===== src/lsu_params.svh =====
`ifndef LSU_PARAMS_SVH
`define LSU_PARAMS_SVH

// data and address width
`define LSU_XLEN 32

// reorder-buffer index and register address widths
`define LSU_ROB_IDX_W 4
`define LSU_REG_W 5

// data memory depth in words
`define LSU_DMEM_WORDS 256

// edges from memory accept to response, 1 or more
`define LSU_DMEM_LATENCY 2

`endif


===== src/lsu_pkg.sv =====
`default_nettype none

package lsu_pkg;

        // load kinds, encoded like the RV32I load funct3 field
        typedef enum logic [2:0] {
                mem_op_b  = 3'b000,
                mem_op_h  = 3'b001,
                mem_op_w  = 3'b010,
                mem_op_bu = 3'b100,
                mem_op_hu = 3'b101
        } mem_op_t;

        // controller states
        // one access in flight, so a single wait state per kind
        typedef enum logic [1:0] {
                st_idle       = 2'd0,
                st_load_wait  = 2'd1,
                st_store_wait = 2'd2
        } lsu_state_t;

endpackage

`default_nettype wire


===== src/load_extract.sv =====
`default_nettype none

`include "lsu_params.svh"

module load_extract
        import lsu_pkg::*;
(
        input  wire logic [`LSU_XLEN-1:0] rdata_i,
        input  wire logic [1:0]           offset_i,
        input  wire mem_op_t              memop_i,
        output logic [`LSU_XLEN-1:0]      data_o
);

        logic [7:0]  sel_byte;
        logic [15:0] sel_half;

        // byte lane picked by the full offset
        assign sel_byte = rdata_i[{offset_i, 3'b000} +: 8];
        // halfwords are naturally aligned, only the upper offset bit matters
        assign sel_half = rdata_i[{offset_i[1], 4'b0000} +: 16];

        always_comb begin
                case (memop_i)
                        mem_op_b: begin
                                data_o = {{(`LSU_XLEN-8){sel_byte[7]}}, sel_byte};
                        end
                        mem_op_bu: begin
                                data_o = {{(`LSU_XLEN-8){1'b0}}, sel_byte};
                        end
                        mem_op_h: begin
                                data_o = {{(`LSU_XLEN-16){sel_half[15]}}, sel_half};
                        end
                        mem_op_hu: begin
                                data_o = {{(`LSU_XLEN-16){1'b0}}, sel_half};
                        end
                        default: begin
                                // word load
                                data_o = rdata_i;
                        end
                endcase
        end

endmodule

`default_nettype wire


===== src/mem_unit.sv =====
`default_nettype none

`include "lsu_params.svh"

module mem_unit
        import lsu_pkg::*;
(
        input  wire logic                      clk,
        input  wire logic                      rst,
        output logic                           busy_o,

        // load issue from the reservation station
        input  wire logic                      ld_valid_i,
        input  wire logic [`LSU_XLEN-1:0]      ld_rs1_data_i,
        input  wire logic [`LSU_XLEN-1:0]      ld_imm_i,
        input  wire mem_op_t                   ld_memop_i,
        input  wire logic [`LSU_REG_W-1:0]     ld_rd_addr_i,
        input  wire logic [`LSU_ROB_IDX_W-1:0] ld_rob_idx_i,

        // store commit from the rob head
        input  wire logic                      st_commit_i,
        input  wire logic [`LSU_XLEN-1:0]      st_addr_i,
        input  wire logic [3:0]                st_wmask_i,
        input  wire logic [`LSU_XLEN-1:0]      st_wdata_i,

        // data memory side
        output logic [`LSU_XLEN-1:0]           dmem_addr_o,
        output logic [3:0]                     dmem_rmask_o,
        output logic [3:0]                     dmem_wmask_o,
        output logic [`LSU_XLEN-1:0]           dmem_wdata_o,
        input  wire logic [`LSU_XLEN-1:0]      dmem_rdata_i,
        input  wire logic                      dmem_resp_i,

        // results
        output logic                           wb_valid_o,
        output logic [`LSU_REG_W-1:0]          wb_rd_addr_o,
        output logic [`LSU_ROB_IDX_W-1:0]      wb_rob_idx_o,
        output logic [`LSU_XLEN-1:0]           wb_data_o,
        output logic                           st_done_o
);

        lsu_state_t                    state;
        logic [`LSU_XLEN-1:0]          ld_addr;
        logic [3:0]                    ld_mask_base;
        mem_op_t                       memop_q;
        logic [1:0]                    offset_q;
        logic [`LSU_REG_W-1:0]         rd_q;
        logic [`LSU_ROB_IDX_W-1:0]     rob_q;

        // effective address of the incoming load
        assign ld_addr = ld_rs1_data_i + ld_imm_i;

        // unshifted byte mask for the access size
        always_comb begin
                case (ld_memop_i)
                        mem_op_b, mem_op_bu: ld_mask_base = 4'b0001;
                        mem_op_h, mem_op_hu: ld_mask_base = 4'b0011;
                        default:             ld_mask_base = 4'b1111;
                endcase
        end

        // control: state and request masks
        always_ff @(posedge clk) begin
                if (rst) begin
                        state        <= st_idle;
                        dmem_rmask_o <= '0;
                        dmem_wmask_o <= '0;
                end else begin
                        case (state)
                                st_idle: begin
                                        // commit wins over a load in the same cycle
                                        if (st_commit_i) begin
                                                state        <= st_store_wait;
                                                dmem_wmask_o <= st_wmask_i;
                                        end else if (ld_valid_i) begin
                                                state        <= st_load_wait;
                                                dmem_rmask_o <= ld_mask_base << ld_addr[1:0];
                                        end
                                end
                                st_load_wait, st_store_wait: begin
                                        if (dmem_resp_i) begin
                                                state        <= st_idle;
                                                dmem_rmask_o <= '0;
                                                dmem_wmask_o <= '0;
                                        end
                                end
                                default: begin
                                        state <= st_idle;
                                end
                        endcase
                end
        end

        // payload, captured only when a request is taken
        always_ff @(posedge clk) begin
                if (state == st_idle) begin
                        if (st_commit_i) begin
                                dmem_addr_o  <= st_addr_i;
                                dmem_wdata_o <= st_wdata_i;
                        end else if (ld_valid_i) begin
                                dmem_addr_o  <= {ld_addr[`LSU_XLEN-1:2], 2'b00};
                                dmem_wdata_o <= '0;
                                memop_q      <= ld_memop_i;
                                offset_q     <= ld_addr[1:0];
                                rd_q         <= ld_rd_addr_i;
                                rob_q        <= ld_rob_idx_i;
                        end
                end
        end

        load_extract u_extract (
                .rdata_i  (dmem_rdata_i),
                .offset_i (offset_q),
                .memop_i  (memop_q),
                .data_o   (wb_data_o)
        );

        assign busy_o       = (state != st_idle);
        // results follow the response pulse directly
        assign wb_valid_o   = (state == st_load_wait) && dmem_resp_i;
        assign st_done_o    = (state == st_store_wait) && dmem_resp_i;
        assign wb_rd_addr_o = rd_q;
        assign wb_rob_idx_o = rob_q;

endmodule

`default_nettype wire


===== config.mk =====
export PLATFORM = sky130hd
export DESIGN_NAME = mem_unit
export DESIGN_NICKNAME = d
export VERILOG_FILES = /design/src/lsu_pkg.sv /design/src/load_extract.sv /design/src/mem_unit.sv
export VERILOG_INCLUDE_DIRS = /design/src
export SDC_FILE = /design/constraint.sdc
export NUM_CORES = 1
export LEC_CHECK = 0
export ABC_AREA = 0
export ABC_CLOCK_PERIOD_IN_PS = 8700
export BUFFER_PORTS_ARGS = -buffer_cell sky130_fd_sc_hd__buf_2
export CAP_MARGIN = 20
export CORE_MARGIN = 8
export CORE_UTILIZATION = 40
export CTS_CLUSTER_SIZE = 28
export DETAILED_ROUTE_END_ITERATION = 8
export PLACE_DENSITY = 0.72
export SETUP_SLACK_MARGIN = 0.3
export SYNTH_ARGS = -nofsm -noshare
export SYNTH_HDL_FRONTEND = slang
export SYNTH_SLANG_ARGS = --single-unit

===== constraint.sdc =====
create_clock -name clk -period 8.7 [get_ports clk]
set_input_delay 0 -clock clk [delete_from_list [all_inputs] [get_ports clk]]
set_output_delay 0 -clock clk [all_outputs]
set_load 0.01 [all_outputs]

# After elaboration in Yosys (flattened, before gate mapping)
# Index checks and enable logic that the tools add are counted.
[classes]
div = 0
mul = 0
n_reduce_logical = 16
magnitude_cmp = 0
mux = 16
n_eq_ne = 13
add_sub_neg = 1
bitwise_logic = 1
n_shift = 3
[op_table]
columns = ["cell", "n"]
rows = [
  ["two-way mux 32 bit", 4],
  ["one-hot mux 32 bit (4 select lines)", 1],
  ["adder 32 bit", 1],
  ["variable part select 32 x 6 -> 16 bit", 1],
  ["variable part select 32 x 6 -> 8 bit", 1],
  ["one-hot mux 4 bit (2 select lines)", 3],
  ["two-way mux 4 bit", 4],
  ["== test 3 bit (second input constant)", 4],
  ["inequality test 2 bit (second input constant)", 4],
  ["== test 3 x 1 -> 1 bit (second input constant)", 2],
  ["zero test 3 bit", 2],
  ["two-way mux 2 bit", 3],
  ["AND reduction 3 bit", 2],
  ["nonzero test 2 bit", 3],
  ["OR reduction 2 bit", 3],
  ["one-hot mux 2 bit (2 select lines)", 1],
  ["AND reduction 2 bit", 2],
  ["AND reduction 4 bit", 1],
  ["<< shifter 4 x 2 -> 4 bit", 1],
  ["inequality test 3 bit (second input constant)", 1],
  ["== test 2 x 1 -> 1 bit (second input constant)", 1],
  ["== test 2 bit (second input constant)", 1],
  ["logical AND 1 bit", 2],
  ["zero test 2 bit", 1],
  ["inverter 1 bit", 1],
]
[totals]
n_memories = 0
rom_bits = 0
input_bits = 181
word_cells = 59
output_inout_bits = 116
register_bits = 88
latchBits = 0
ramBits = 0

# Longest topological paths before layout
# Gate-level depths: netlist of the first run.
[logic_depth]
ltp_word = 7
depth_mapped = 11
ltp_nobuf = 11

# Modules after synthesis
# A second synthesis of the first run with hierarchy kept.
[unflattened]
cells_unflattened = 597
area_unflattened_um2 = 5705.5
[by_module_without_submodules]
columns = ["module", "cells_each", "area_each_um2", "seq_area_each_um2", "n_inst"]
rows = [
  ["mem_unit", 488, 5077.4, 2542.4, 1],
  ["load_extract", 109, 628.1, 0.0, 1],
]

# Least setup slack after synthesis of the first run
# Ideal clock, no wire load.
[synth_timing]
path_kind = "reg-to-reg"
start = "reg state[0]"
end = "reg dmem_addr_o[0], enable pin"
path_buffers = 1
arrival_time_ns = 3.606
required_time_ns = 8.214
path_slack_ns = 4.608
period_less_slack_ns = 4.092
path_stages_with_launch = 6
setup_time_ns = 0.486
path_cell_list = "dfxtp_1 -> inv_1 -> ha_1 -> clkbuf_1 -> inv_1 -> nor2_1"
[synth_via]
elab_chain_len = 2
[synth_rtl]
columns = ["element", "line_no", "text"]
rows = [
  ["from (decl)", "mem_unit.sv:42", "lsu_state_t state;"],
  ["from (signal assigned)", "mem_unit.sv:65", "state <= st_idle;"],
  ["from (signal assigned)", "mem_unit.sv:73", "state <= st_store_wait;"],
  ["from (signal assigned)", "mem_unit.sv:76", "state <= st_load_wait;"],
  ["zero test 2 bit", "mem_unit.sv:96", "if (state == st_idle) begin"],
  ["AND reduction 2 bit (no line)", "n/a", ""],
  ["to (signal assigned)", "mem_unit.sv:98", "dmem_addr_o <= st_addr_i;"],
  ["to (signal assigned)", "mem_unit.sv:101", "dmem_addr_o <= {ld_addr[`LSU_XLEN-1:2], 2'b00};"],
  ["to (decl)", "mem_unit.sv:27", "output logic [`LSU_XLEN-1:0] dmem_addr_o,"],
]
# Every way passes these cells.
# A chain may end at the register's enable or synchronous reset.

# Worst setup path in the final report of the first run
[layout_timing]
start = "reg state[0]"
end = "reg dmem_wmask_o[1]"
[layout_via]
elab_chain_len = 4
word_cells_on_any_way = 9
cone_classes = "4 x eq/ne; 1 x mux; 4 x reduce/logical"
[layout_rtl]
columns = ["element", "line_no", "text"]
rows = [
  ["== test 2 x 1 -> 1 bit or == test 2 bit (tied branches)", "mem_unit.sv:69", "case (state)"],
  ["OR reduction 2 bit", "mem_unit.sv:69", ""],
  ["inequality test 2 bit (no line) or nonzero test 2 bit (tied branches)", "n/a", ""],
  ["AND reduction 3 bit (no line)", "n/a", ""],
  ["to (signal assigned)", "mem_unit.sv:74", "dmem_wmask_o <= st_wmask_i;"],
  ["to (decl)", "mem_unit.sv:29", "output logic [3:0] dmem_wmask_o,"],
]
# Parallel ways exist; a longest one is shown, timed or not.

==> results of run 1 <==
[report_power, final]
group	switching (mW)	internal (mW)	total, mW	leakage [nW]
clock	0.181	0.200	0.382	0.144
sequential	0.0196	0.531	0.551	0.860
combinational	0.243	0.191	0.435	3.02
total	0.444	0.923	1.37	4.02
[state kept, by name (all words and copies together), names as in the netlist]
signal,cells
dmem_addr_o,32
dmem_wdata_o,32
dmem_wmask_o,4
wb_rob_idx_o,4
state,2
dmem_rmask_o,4
memop_q,3
wb_rd_addr_o,5
offset_q,2
[worst min path at each step]
stage               startpoint                   endpoint  slack (ns)  cells past startpoint
3_5_place_dp   ld_rd_addr_i[0]  wb_rd_addr_o[0]$_DFFE_PP_        0.18                      1
2_1_floorplan    ld_memop_i[0]       memop_q[0]$_DFFE_PP_         0.1                      0
6_report          st_addr_i[6]   dmem_addr_o[6]$_DFFE_PP_       0.009                      3
5_1_grt           st_addr_i[6]   dmem_addr_o[6]$_DFFE_PP_        0.03                      3
4_1_cts           st_addr_i[6]   dmem_addr_o[6]$_DFFE_PP_       0.002                      3
3_3_place_gp   ld_rd_addr_i[4]  wb_rd_addr_o[4]$_DFFE_PP_        0.18                      1
[through the flow]
step                std cells  hold WS (ns)  power (mW)  worst slack [ns]  area, um^2
finish                   1172       0.00897        1.37              6.33        8540
global route             1172        0.0282        1.44              6.08        8540
CTS                      1170       0.00154        1.37              5.99        8530
detailed placement       1071         0.180       0.960              6.07        7420
global placement         1071         0.177       0.958              6.13        7420
floorplan                 619        0.0989       0.797              4.61        5800
[synth_stat cells (6+ instances only)]
library cell / n / area (um^2)
edfxtp_1: 78 / 2340
and2_1: 38 / 238
o21ai_1: 8 / 40.0
nand2_1: 106 / 398
o21ai_0: 44 / 220
a211oi_1: 6 / 45.0
xor2_1: 14 / 123
nor3_1: 9 / 45.0
nand2b_1: 6 / 37.5
buf_2: 8 / 40.0
or3_1: 9 / 56.3
nand4_1: 6 / 37.5
inv_1: 16 / 60.1
a21o_1: 15 / 113
a21oi_1: 44 / 220
xnor2_1: 10 / 87.6
ha_1: 34 / 425
clkbuf_1: 21 / 78.8
o211ai_1: 6 / 45.0
a221o_1: 6 / 60.1
nor2_1: 40 / 150
dfxtp_1: 10 / 200
[cells in the final DEF (no fill, tap or decap), drive strengths merged, types with 5 or more instances in the layout]
master	count
buf	300
xor2	14
a221o	6
nor3	11
o22ai	5
nand4	7
a211oi	8
o21ai	53
nand2b	6
ha	34
and2	38
xnor2	10
edfxtp	78
o21a	5
a31oi	5
nand3	6
nor2	40
inv	20
o21bai	7
nand2	106
clkbuf	9
dlygate4sd3	83
a21o	15
dfxtp	10
a22oi	5
or3	9
o211ai	6
mux2i	5
a21oi	46
[tightest hold or removal path, delay by kind of cell]
family	cells	cell delay, ns
buffers and inverters	1	0.10
AO/OA/AOI/OAI	1	0.07
AND/OR/NAND/NOR	1	0.06
[cell families after synthesis]
kind of cell / Yosys count / share of synthesized area [%]
flops: 88 / 43.8
compound gates: 182 / 20.6
buf+inv: 48 / 3.28
xor+xnor: 24 / 3.62
simple gates: 233 / 19.1
fa+ha+maj: 35 / 7.68
mux: 9 / 1.83
[cell type report]
type,instances,share of cell area [%]
Multi-Input combinational cell,483,36.0
Sequential cell,88,29.8
Timing Repair Buffer,383,27.4
Tap cell,184,2.69
Clock buffer,9,2.64
Inverter,17,0.747
Clock inverter,7,0.732
Antenna cell,1,0.0293
[metal layers]
layer	vias up	wire (um)	GRT usage (%)
met5	-	33	0
met4	4	582	8.24
met3	38	1960	6.28
met2	271	10500	38.7
met1	2743	7730	22.5
li1	2988	-	-
==> reports/qor.yml, run 1 <==
status: "finished clean"
yosysSeqAreaShare_pct: 43.8
tightest_slew_ns: 0.871
crit_buf_inv: 2
clock_sinks: 88
htree_levels: 3
track_usage_pct: 21.3
hold_buffers: 83
seqCellArea_um2: 2540
drtAntennaViolNets: 0
hp-class: "in -> reg"
rows: 44
clock.fmax_ghz: 0.423
maxCapViolations: 0
grt_pass1_wl_um: 30900
vdd_drop_max_mv: 0.0864
async_reset_ff_share_pct: 0
coreArea_um2: 14400
dr.pass1.iters: 5
cts_root_buffer: "clkbuf_16"
vias_per_cell: 5.16
p_per_area_nw_per_um2: 160
ctsResizeCount: 0
path_cells: "inv_1 > ha_1 > nand2b_1 > a21boi_0 > o21ai_0 > nand2_1 > a21oi_1 > dlygate4sd3_1"
wl_per_cell_um: 17.7
cp.arrival_ns: 2.59
syn_area_um2: 5800
cp-startpoint: "state[0]$_SDFFE_PP0P_"
synthDistinctLibCells: 60
cts_made_buffers: 9
vias: 6044
syn-num-nets: 835
relSlewSlack_pct: 41.9
postCtsSetupBuffers: 0
synth_ff_type: "edfxtp_1"
antenna_found_initial: 3
die_x_um: 136
end_kind: "flip-flop"
place.gp.congestion: 0.890
final_layout_size_suffix_gt1_share_pct: 34.0
reg2reg_to: "dmem_wmask_o[1]$_SDFFE_PP0P_"
crit_cells: 8
setup_viol: 0
critPathTopFamily: "buffers and inverters"
finish.utilization_pct: 59.5
ys_warn_count: 0
crit-reg2reg-launch: "state[0]$_SDFFE_PP0P_"
r2r_cells: 8
drc_errors: 0
path_max_fanout: 10
synth_area_per_cell_um2: 9.37
synth_enable_flop_cells: 78
reg2reg_slack_ns: 6.33
finalHoldViolations: 0
cts_tree: "built"
p_leak_nw: 4.02
multi_input_area_um2: 3080
hpwl_um: 15400
rsz0062_at_grt: "false"
grt-ovfl-total: 0
fin_nets: 1198
synthCells: 619
port-buffer-count: 296
clkTransAtPathRegs_ns: 0.07
fp.dieArea_um2: 18600
fin_skew_ns: 0.00747
cp_slowest_stage_delay_ns: 0.56
critPathLaunchType: "flip-flop"
crit_type: "reg -> reg"
grt_max_degree: 92
boundaryPins: 297
die_h_um: 136
ctsLongestPathBuffers: 2
crit_end: "dmem_wmask_o[1]$_SDFFE_PP0P_"
fin_crit_sh_pct: 27.2
fill_cells: 1238
clock_latency_ns: 0.35
synth_seq_cells: 88
cp.required_ns: 8.93
area_growth_pct: 47.3
timing.setup.tns_ns: 0
drv_slew: 0
grt_pass1_vias: 5993
drt-total-wl_um: 20800
cpMaxStageDelayCell: "dlygate4sd3_1"
fin_crit_ns: 2.37
drtIter0Drc: 314
initial_core_util_pct: 40.4
Power figures use the tool's default switching activity.
==> run 2: changes to the inputs <==
--- a/config.mk
+++ b/config.mk
@@ -7,14 +7,14 @@
 export NUM_CORES = 1
 export LEC_CHECK = 0
 export ABC_AREA = 0
-export ABC_CLOCK_PERIOD_IN_PS = 8700
+export ABC_CLOCK_PERIOD_IN_PS = 2000
 export BUFFER_PORTS_ARGS = -buffer_cell sky130_fd_sc_hd__buf_2
 export CAP_MARGIN = 20
 export CORE_MARGIN = 8
 export CORE_UTILIZATION = 40
 export CTS_CLUSTER_SIZE = 28
 export DETAILED_ROUTE_END_ITERATION = 8
-export PLACE_DENSITY = 0.72
+export PLACE_DENSITY = 0.75
 export SETUP_SLACK_MARGIN = 0.3
 export SYNTH_ARGS = -nofsm -noshare
 export SYNTH_HDL_FRONTEND = slang
==> constraint.sdc (replaced) <==
create_clock -name clk -period 2 [get_ports clk]
set_input_delay 0 -clock clk [delete_from_list [all_inputs] [get_ports clk]]
set_output_delay 0 -clock clk [all_outputs]
set_load 0.01 [all_outputs]
==> run 2 against run 1 <==
Against the previous run: flip-flop and latch count did not move; count of clock-buffer cells in the layout rose by 1; die area did not move; sequential power rose to 4.3 times the previous value; wire length rose by 17%; clock skew rose by 0.0011 ns; critical path type is now in -> reg.
==> reports/qor.yml, run 2 (synthesized netlist as in run 1, its figures left out) <==
status: "finished clean"
most-common-layout-cells: "buf_2, nand2_1, buf_4, edfxtp_1, dlygate4sd3_1"
grt_pass1_vias: 6800  # +13%
cp.required_ns: 2.09  # -6.84 ns
fp.dieArea_um2: 18600  # unchanged
fill_cells: 969  # -22%
coreArea_um2: 14400  # unchanged
drtIter0Drc: 396  # +26%
vdd_drop_max_mv: 0.395  # +360%
clkTransAtPathRegs_ns: 0.07  # about the same
grt_max_degree: 81  # -12%
fin_ws_ns: 0.0294  # -6.30 ns
hpwl_um: 16500  # +6.9%
fin_nets: 1300  # +8.5%
cts_tree: "built"
tightest_slew_ns: 0.455  # -0.416 ns
finalPower_mw: 6.71  # +390%
final_common_cell: "buf_2"
cp.arrival_ns: 2.06  # -0.53 ns
fin_skew_ns: 0.00857  # +0.00110 ns
cts_made_buffers: 9  # unchanged
cp_slowest_stage_delay_ns: 0.31  # -0.25 ns
clock_latency_ns: 0.33  # -0.02 ns
fin_crit_sh_pct: 98.5
vias_per_cell: 5.30  # +2.8%
grt-ovfl-total: 0  # unchanged
path_max_fanout: 3  # -7
timing.setup.tns_ns: 0  # unchanged
htree_levels: 3  # unchanged
holdWs_ns: 0.0140  # +0.00499 ns
fin_crit_ns: 1.97
area_growth_pct: 76.4
die_x_um: 136  # unchanged
finalHoldViolations: 0  # unchanged
vias: 6757  # +12%
boundaryPins: 297  # unchanged
path_cells: "buf_6 > ha_4 > a211oi_4 > buf_4 > o21bai_4 > o311ai_4 > nand3_2 > a31oi_4 > o21ai_2 > xnor2_1 > mux2_4"
end_kind: "flip-flop"
cts_root_buffer: "clkbuf_16"
track_usage_pct: 23.5  # +2.3 points
clock.fmax_ghz: 0.507
drc_errors: 0  # unchanged
grt_pass1_wl_um: 34500  # +11%
dpl_cell_area_um2: 8230  # +11%
design_area_um2: 10200  # +20%
cpMaxStageDelayCell: "o311ai_4"
clock_sinks: 88  # unchanged
drtAntennaViolNets: 0  # unchanged
die_h_um: 136  # unchanged
final_layout_size_suffix_gt1_share_pct: 49.0  # +15 points
setup_viol: 0  # unchanged
dp_slack_ns: -0.366  # -6.44 ns
drt-total-wl_um: 24300  # +17%
antenna_found_initial: 1  # -2
wl_per_cell_um: 19.1  # +7.7%
maxCapViolations: 0  # unchanged
rsz0062_at_grt: "true"
p_leak_nw: 4.71  # +17%
crit_type: "in -> reg"
rows: 44  # unchanged
hp-class: "in -> reg"
dr.pass1.iters: 5  # unchanged
ctsLongestPathBuffers: 2  # unchanged
place.gp.congestion: 0.940  # +5.6%
initial_core_util_pct: 40.4  # unchanged
relSlewSlack_pct: 69.6  # +28 points
critPathLaunchType: "input port"
port-buffer-count: 296  # unchanged
p_per_area_nw_per_um2: 656  # +310%
drv_slew: 0  # unchanged
==> run 2: final cells by class <==
class / instances / area (um^2) / share of cell area (%)
multi-input combinational: 483 / 3770 / 36.8
timing repair buffer: 485 / 3310 / 32.4
sequential: 88 / 2540 / 24.9
tap: 184 / 230 / 2.25
clock buffer: 10 / 229 / 2.24
clock inverter: 6 / 72.6 / 0.709
inverter: 17 / 68.8 / 0.673
antenna: 1 / 2.50 / 0.0245
==> run 2: path summary, 6_finish.rpt <==
check	from	end	slack (ns)	cells after the start
max reg2reg	state[1]$_SDFFE_PP0P_	dmem_rmask_o[3]$_SDFFE_PP0P_	0.46	7
min	st_addr_i[22]	dmem_addr_o[22]$_DFFE_PP_	0.01	3
min reg2reg	dmem_wmask_o[2]$_SDFFE_PP0P_	dmem_wmask_o[2]$_SDFFE_PP0P_	0.46	2
max	ld_rs1_data_i[4]	dmem_addr_o[31]$_DFFE_PP_	0.03	11
==> run 2: repair_timing <==
| action | 4_1_cts | 5_1_grt |
|---|---|---|
| endpoints found under the hold margin | 80 | 0 |
| gates cloned | 1 | 0 |
| hold buffers | 76 | 0 |
| gates resized for setup | 66 | 88 |
| endpoints found under the setup margin | 52 | 61 |
| buffers inserted | 16 | 14 |
| pin swaps | 26 | 43 |
==> run 2: through the flow <==
step	utilization, %	instances
floorplan	-	619
global placement	57.3	1150
detailed placement	57.3	1150
CTS	67.5	1259
global route	71.2	1274
finish	71.2	1274
==> run 2: worst max-delay path, delay by kind of cell <==
| family | cells | cell delay (ns) |
|---|---|---|
| AOI/OAI and AO/OA | 5 | 0.97 |
| adders and majority gates | 1 | 0.25 |
| muxes | 1 | 0.25 |
| buffers and inverters | 2 | 0.27 |
| and+or+nand+nor | 1 | 0.19 |
| xor gates and xnor gates | 1 | 0.12 |
==> run 2: power by group <==
part	switching [mW]	internal [mW]	total (mW)
logic	1.32	1.24	2.56
clock network	0.768	0.991	1.76
registers	0.0809	2.31	2.39
total	2.17	4.54	6.71
==> run 2: layer usage <==
metal / vias up / wire length (um) / track usage (%)
li1: 3190 / - / -
met1: 3131 / 8920 / 25.6
met2: 364 / 12300 / 41.9
met3: 72 / 1960 / 5.03
met4: 0 / 1120 / 12.8
met5: - / 0 / 0
==> run 3: changes to the inputs <==
--- a/config.mk
+++ b/config.mk
@@ -7,14 +7,14 @@
 export NUM_CORES = 1
 export LEC_CHECK = 0
 export ABC_AREA = 0
-export ABC_CLOCK_PERIOD_IN_PS = 2000
+export ABC_CLOCK_PERIOD_IN_PS = 1900
 export BUFFER_PORTS_ARGS = -buffer_cell sky130_fd_sc_hd__buf_2
 export CAP_MARGIN = 20
 export CORE_MARGIN = 8
 export CORE_UTILIZATION = 40
 export CTS_CLUSTER_SIZE = 28
 export DETAILED_ROUTE_END_ITERATION = 8
-export PLACE_DENSITY = 0.75
+export PLACE_DENSITY = 0.72
 export SETUP_SLACK_MARGIN = 0.3
 export SYNTH_ARGS = -nofsm -noshare
 export SYNTH_HDL_FRONTEND = slang
==> constraint.sdc (replaced) <==
create_clock -name clk -period 1.9 [get_ports clk]
set_input_delay 0 -clock clk [delete_from_list [all_inputs] [get_ports clk]]
set_output_delay 0 -clock clk [all_outputs]
set_load 0.01 [all_outputs]
==> run 3 against run 2 <==
Against the previous run: the flow now finishes with violations (negative setup slack); via count is 1.4% higher; cell count up 1.9%; highest routed layer unchanged; combinational power is 7% higher; register-to-register slack worse by 0.04 ns; count of clock-buffer cells in the layout unchanged.
==> reports/qor.yml, run 3 (synthesized netlist as in run 1, its figures left out) <==
area_growth_pct: 78.6
rsz0062_at_grt: "true"
relSlewSlack_pct: 55.7  # -14 points
wl_per_cell_um: 18.5  # -3.3%
clock_latency_ns: 0.35  # +0.02 ns
final_layout_size_suffix_gt1_share_pct: 49.5  # +0.42 points
tightest_slew_ns: 0.665  # +0.210 ns
cp.arrival_ns: 1.98  # -0.08 ns
seqCellArea_um2: 2540  # unchanged
drc_errors: 0  # unchanged
crit_end: "wb_data_o[28]"
hpwl_um: 16400  # -0.74%
violations: "negative setup slack"
most-common-layout-cells: "buf_2, buf_4, nand2_1, dlygate4sd3_1, edfxtp_1"
vias: 6852  # +1.4%
drv_slew: 0  # unchanged
die_h_um: 136  # unchanged
crit-reg2reg-launch: "state[0]$_SDFFE_PP0P_"
fill_cells: 1000  # +3.2%
reg2reg_slack_ns: 0.42  # -0.04 ns
crit_type: "reg -> out"
setup_viol: 19  # +19
maxCapViolations: 0  # unchanged
end_kind: "primary output"
hp-start: "st_addr_i[2]"
holdWs_ns: 0.0272  # +0.0133 ns
boundaryPins: 297  # unchanged
drtAntennaViolNets: 0  # unchanged
fp.dieArea_um2: 18600  # unchanged
port-buffer-count: 296  # unchanged
cts_root_buffer: "clkbuf_16"
fin_skew_ns: 0.00801  # -0.000561 ns
fin_crit_ns: 1.98
initial_core_util_pct: 40.4  # unchanged
reg2reg_to: "dmem_rmask_o[3]$_SDFFE_PP0P_"
drt-total-wl_um: 24000  # -1.5%
grt-ovfl-total: 0  # unchanged
cts_made_buffers: 9  # unchanged
path_max_fanout: 8  # +5
grt_max_degree: 75  # -7.4%
rows: 44  # unchanged
coreArea_um2: 14400  # unchanged
clkTransAtPathRegs_ns: 0.06  # about the same
place.gp.congestion: 0.904  # -3.8%
vdd_drop_max_mv: 0.405  # +2.4%
fin_ws_ns: -0.0825  # -0.112 ns
track_usage_pct: 24.1  # +0.54 points
vias_per_cell: 5.28  # -0.47%
grt_pass1_wl_um: 35200  # +2.0%
dr.pass1.iters: 6  # +1
die_x_um: 136  # unchanged
fin_nets: 1323  # +1.8%
p_per_area_nw_per_um2: 686  # +4.5%
final_common_cell: "buf_2"
cp.required_ns: 1.90  # -0.19 ns
cp-startpoint: "offset_q[0]$_DFFE_PP_"
hp-class: "in -> reg"
clock_sinks: 88  # unchanged
timing.setup.tns_ns: -0.784  # -0.784 ns
htree_levels: 3  # unchanged
clock.fmax_ghz: 0.504
antenna_found_initial: 1  # unchanged
grt_pass1_vias: 6929  # +1.9%
drtIter0Drc: 484  # +22%
p_leak_nw: 4.80  # +2.0%
multi_input_area_um2: 3760  # -0.27%
r2r_cells: 7  # unchanged
ctsLongestPathBuffers: 2  # unchanged
fin_crit_sh_pct: 104
cts_tree: "built"
finalHoldViolations: 0  # unchanged
critPathLaunchType: "flip-flop"
status: "finished with violations"
[run 3: repair_timing]
action | in CTS | in global routing
hold endpoints to repair | 84 | 0
resized for setup | 104 | 40
setup buffers | 22 | 14
setup endpoints to repair | 58 | 60
gates cloned | 1 | 0
pin swaps | 48 | 27
hold buffers | 79 | 0
[run 3: final cells by class]
type	count	area share (%)
tap	184	2.22
antenna	2	0.0483
clock buffer	10	2.21
sequential	88	24.6
inverter	17	0.688
timing repair buffer	508	33.3
multi-input combinational	483	36.3
clock inverter	6	0.701
[run 3: how the worst min path moves through the flow]
stage,end,cells past startpoint
5_1_grt,dmem_addr_o[2]$_DFFE_PP_,3
3_3_place_gp,wb_rob_idx_o[0]$_DFFE_PP_,1
2_1_floorplan,memop_q[0]$_DFFE_PP_,0
3_5_place_dp,wb_rob_idx_o[0]$_DFFE_PP_,1
4_1_cts,dmem_addr_o[2]$_DFFE_PP_,3
6_report,dmem_addr_o[2]$_DFFE_PP_,3
[run 3: per-stage QoR]
stage          instance area [um^2]  total power [mW]  worst slack [ns]  utilization, %  std cells
2_1_floorplan                  6040              3.72            -0.160               -        619
3_3_place_gp                   8330              4.70            -0.397            58.0       1164
3_5_place_dp                   8330              4.73            -0.446            58.0       1164
4_1_cts                       10100              6.96           -0.0635            70.2       1282
5_1_grt                       10400              7.41            -0.155            72.1       1297
6_report                      10400              7.10           -0.0825            72.1       1298
[run 3: power breakdown]
part	leakage (nW)	internal [mW]	total, mW	switching (mW)
combinational	3.79	1.35	2.74	1.40
clock	0.150	1.04	1.85	0.810
sequential	0.861	2.43	2.51	0.0793
total	4.80	4.82	7.10	2.29
[run 3: layer usage]
layer / GRT usage (%) / vias up / wire, um
met5: 0 / - / 0
met4: 11.2 / 0 / 891
li1: - / 3237 / -
met2: 42.1 / 335 / 12000
met1: 27.4 / 3216 / 9090
met3: 5.32 / 64 / 1980
[run 3: critical path: stages, from the launching register on]
cell,delay [ns]
edfxtp_1,0.38
mux4_2,0.53
and2_4,0.16
o21ai_4,0.18
buf_6,0.17
nand2_1,0.07
buf_2,0.15
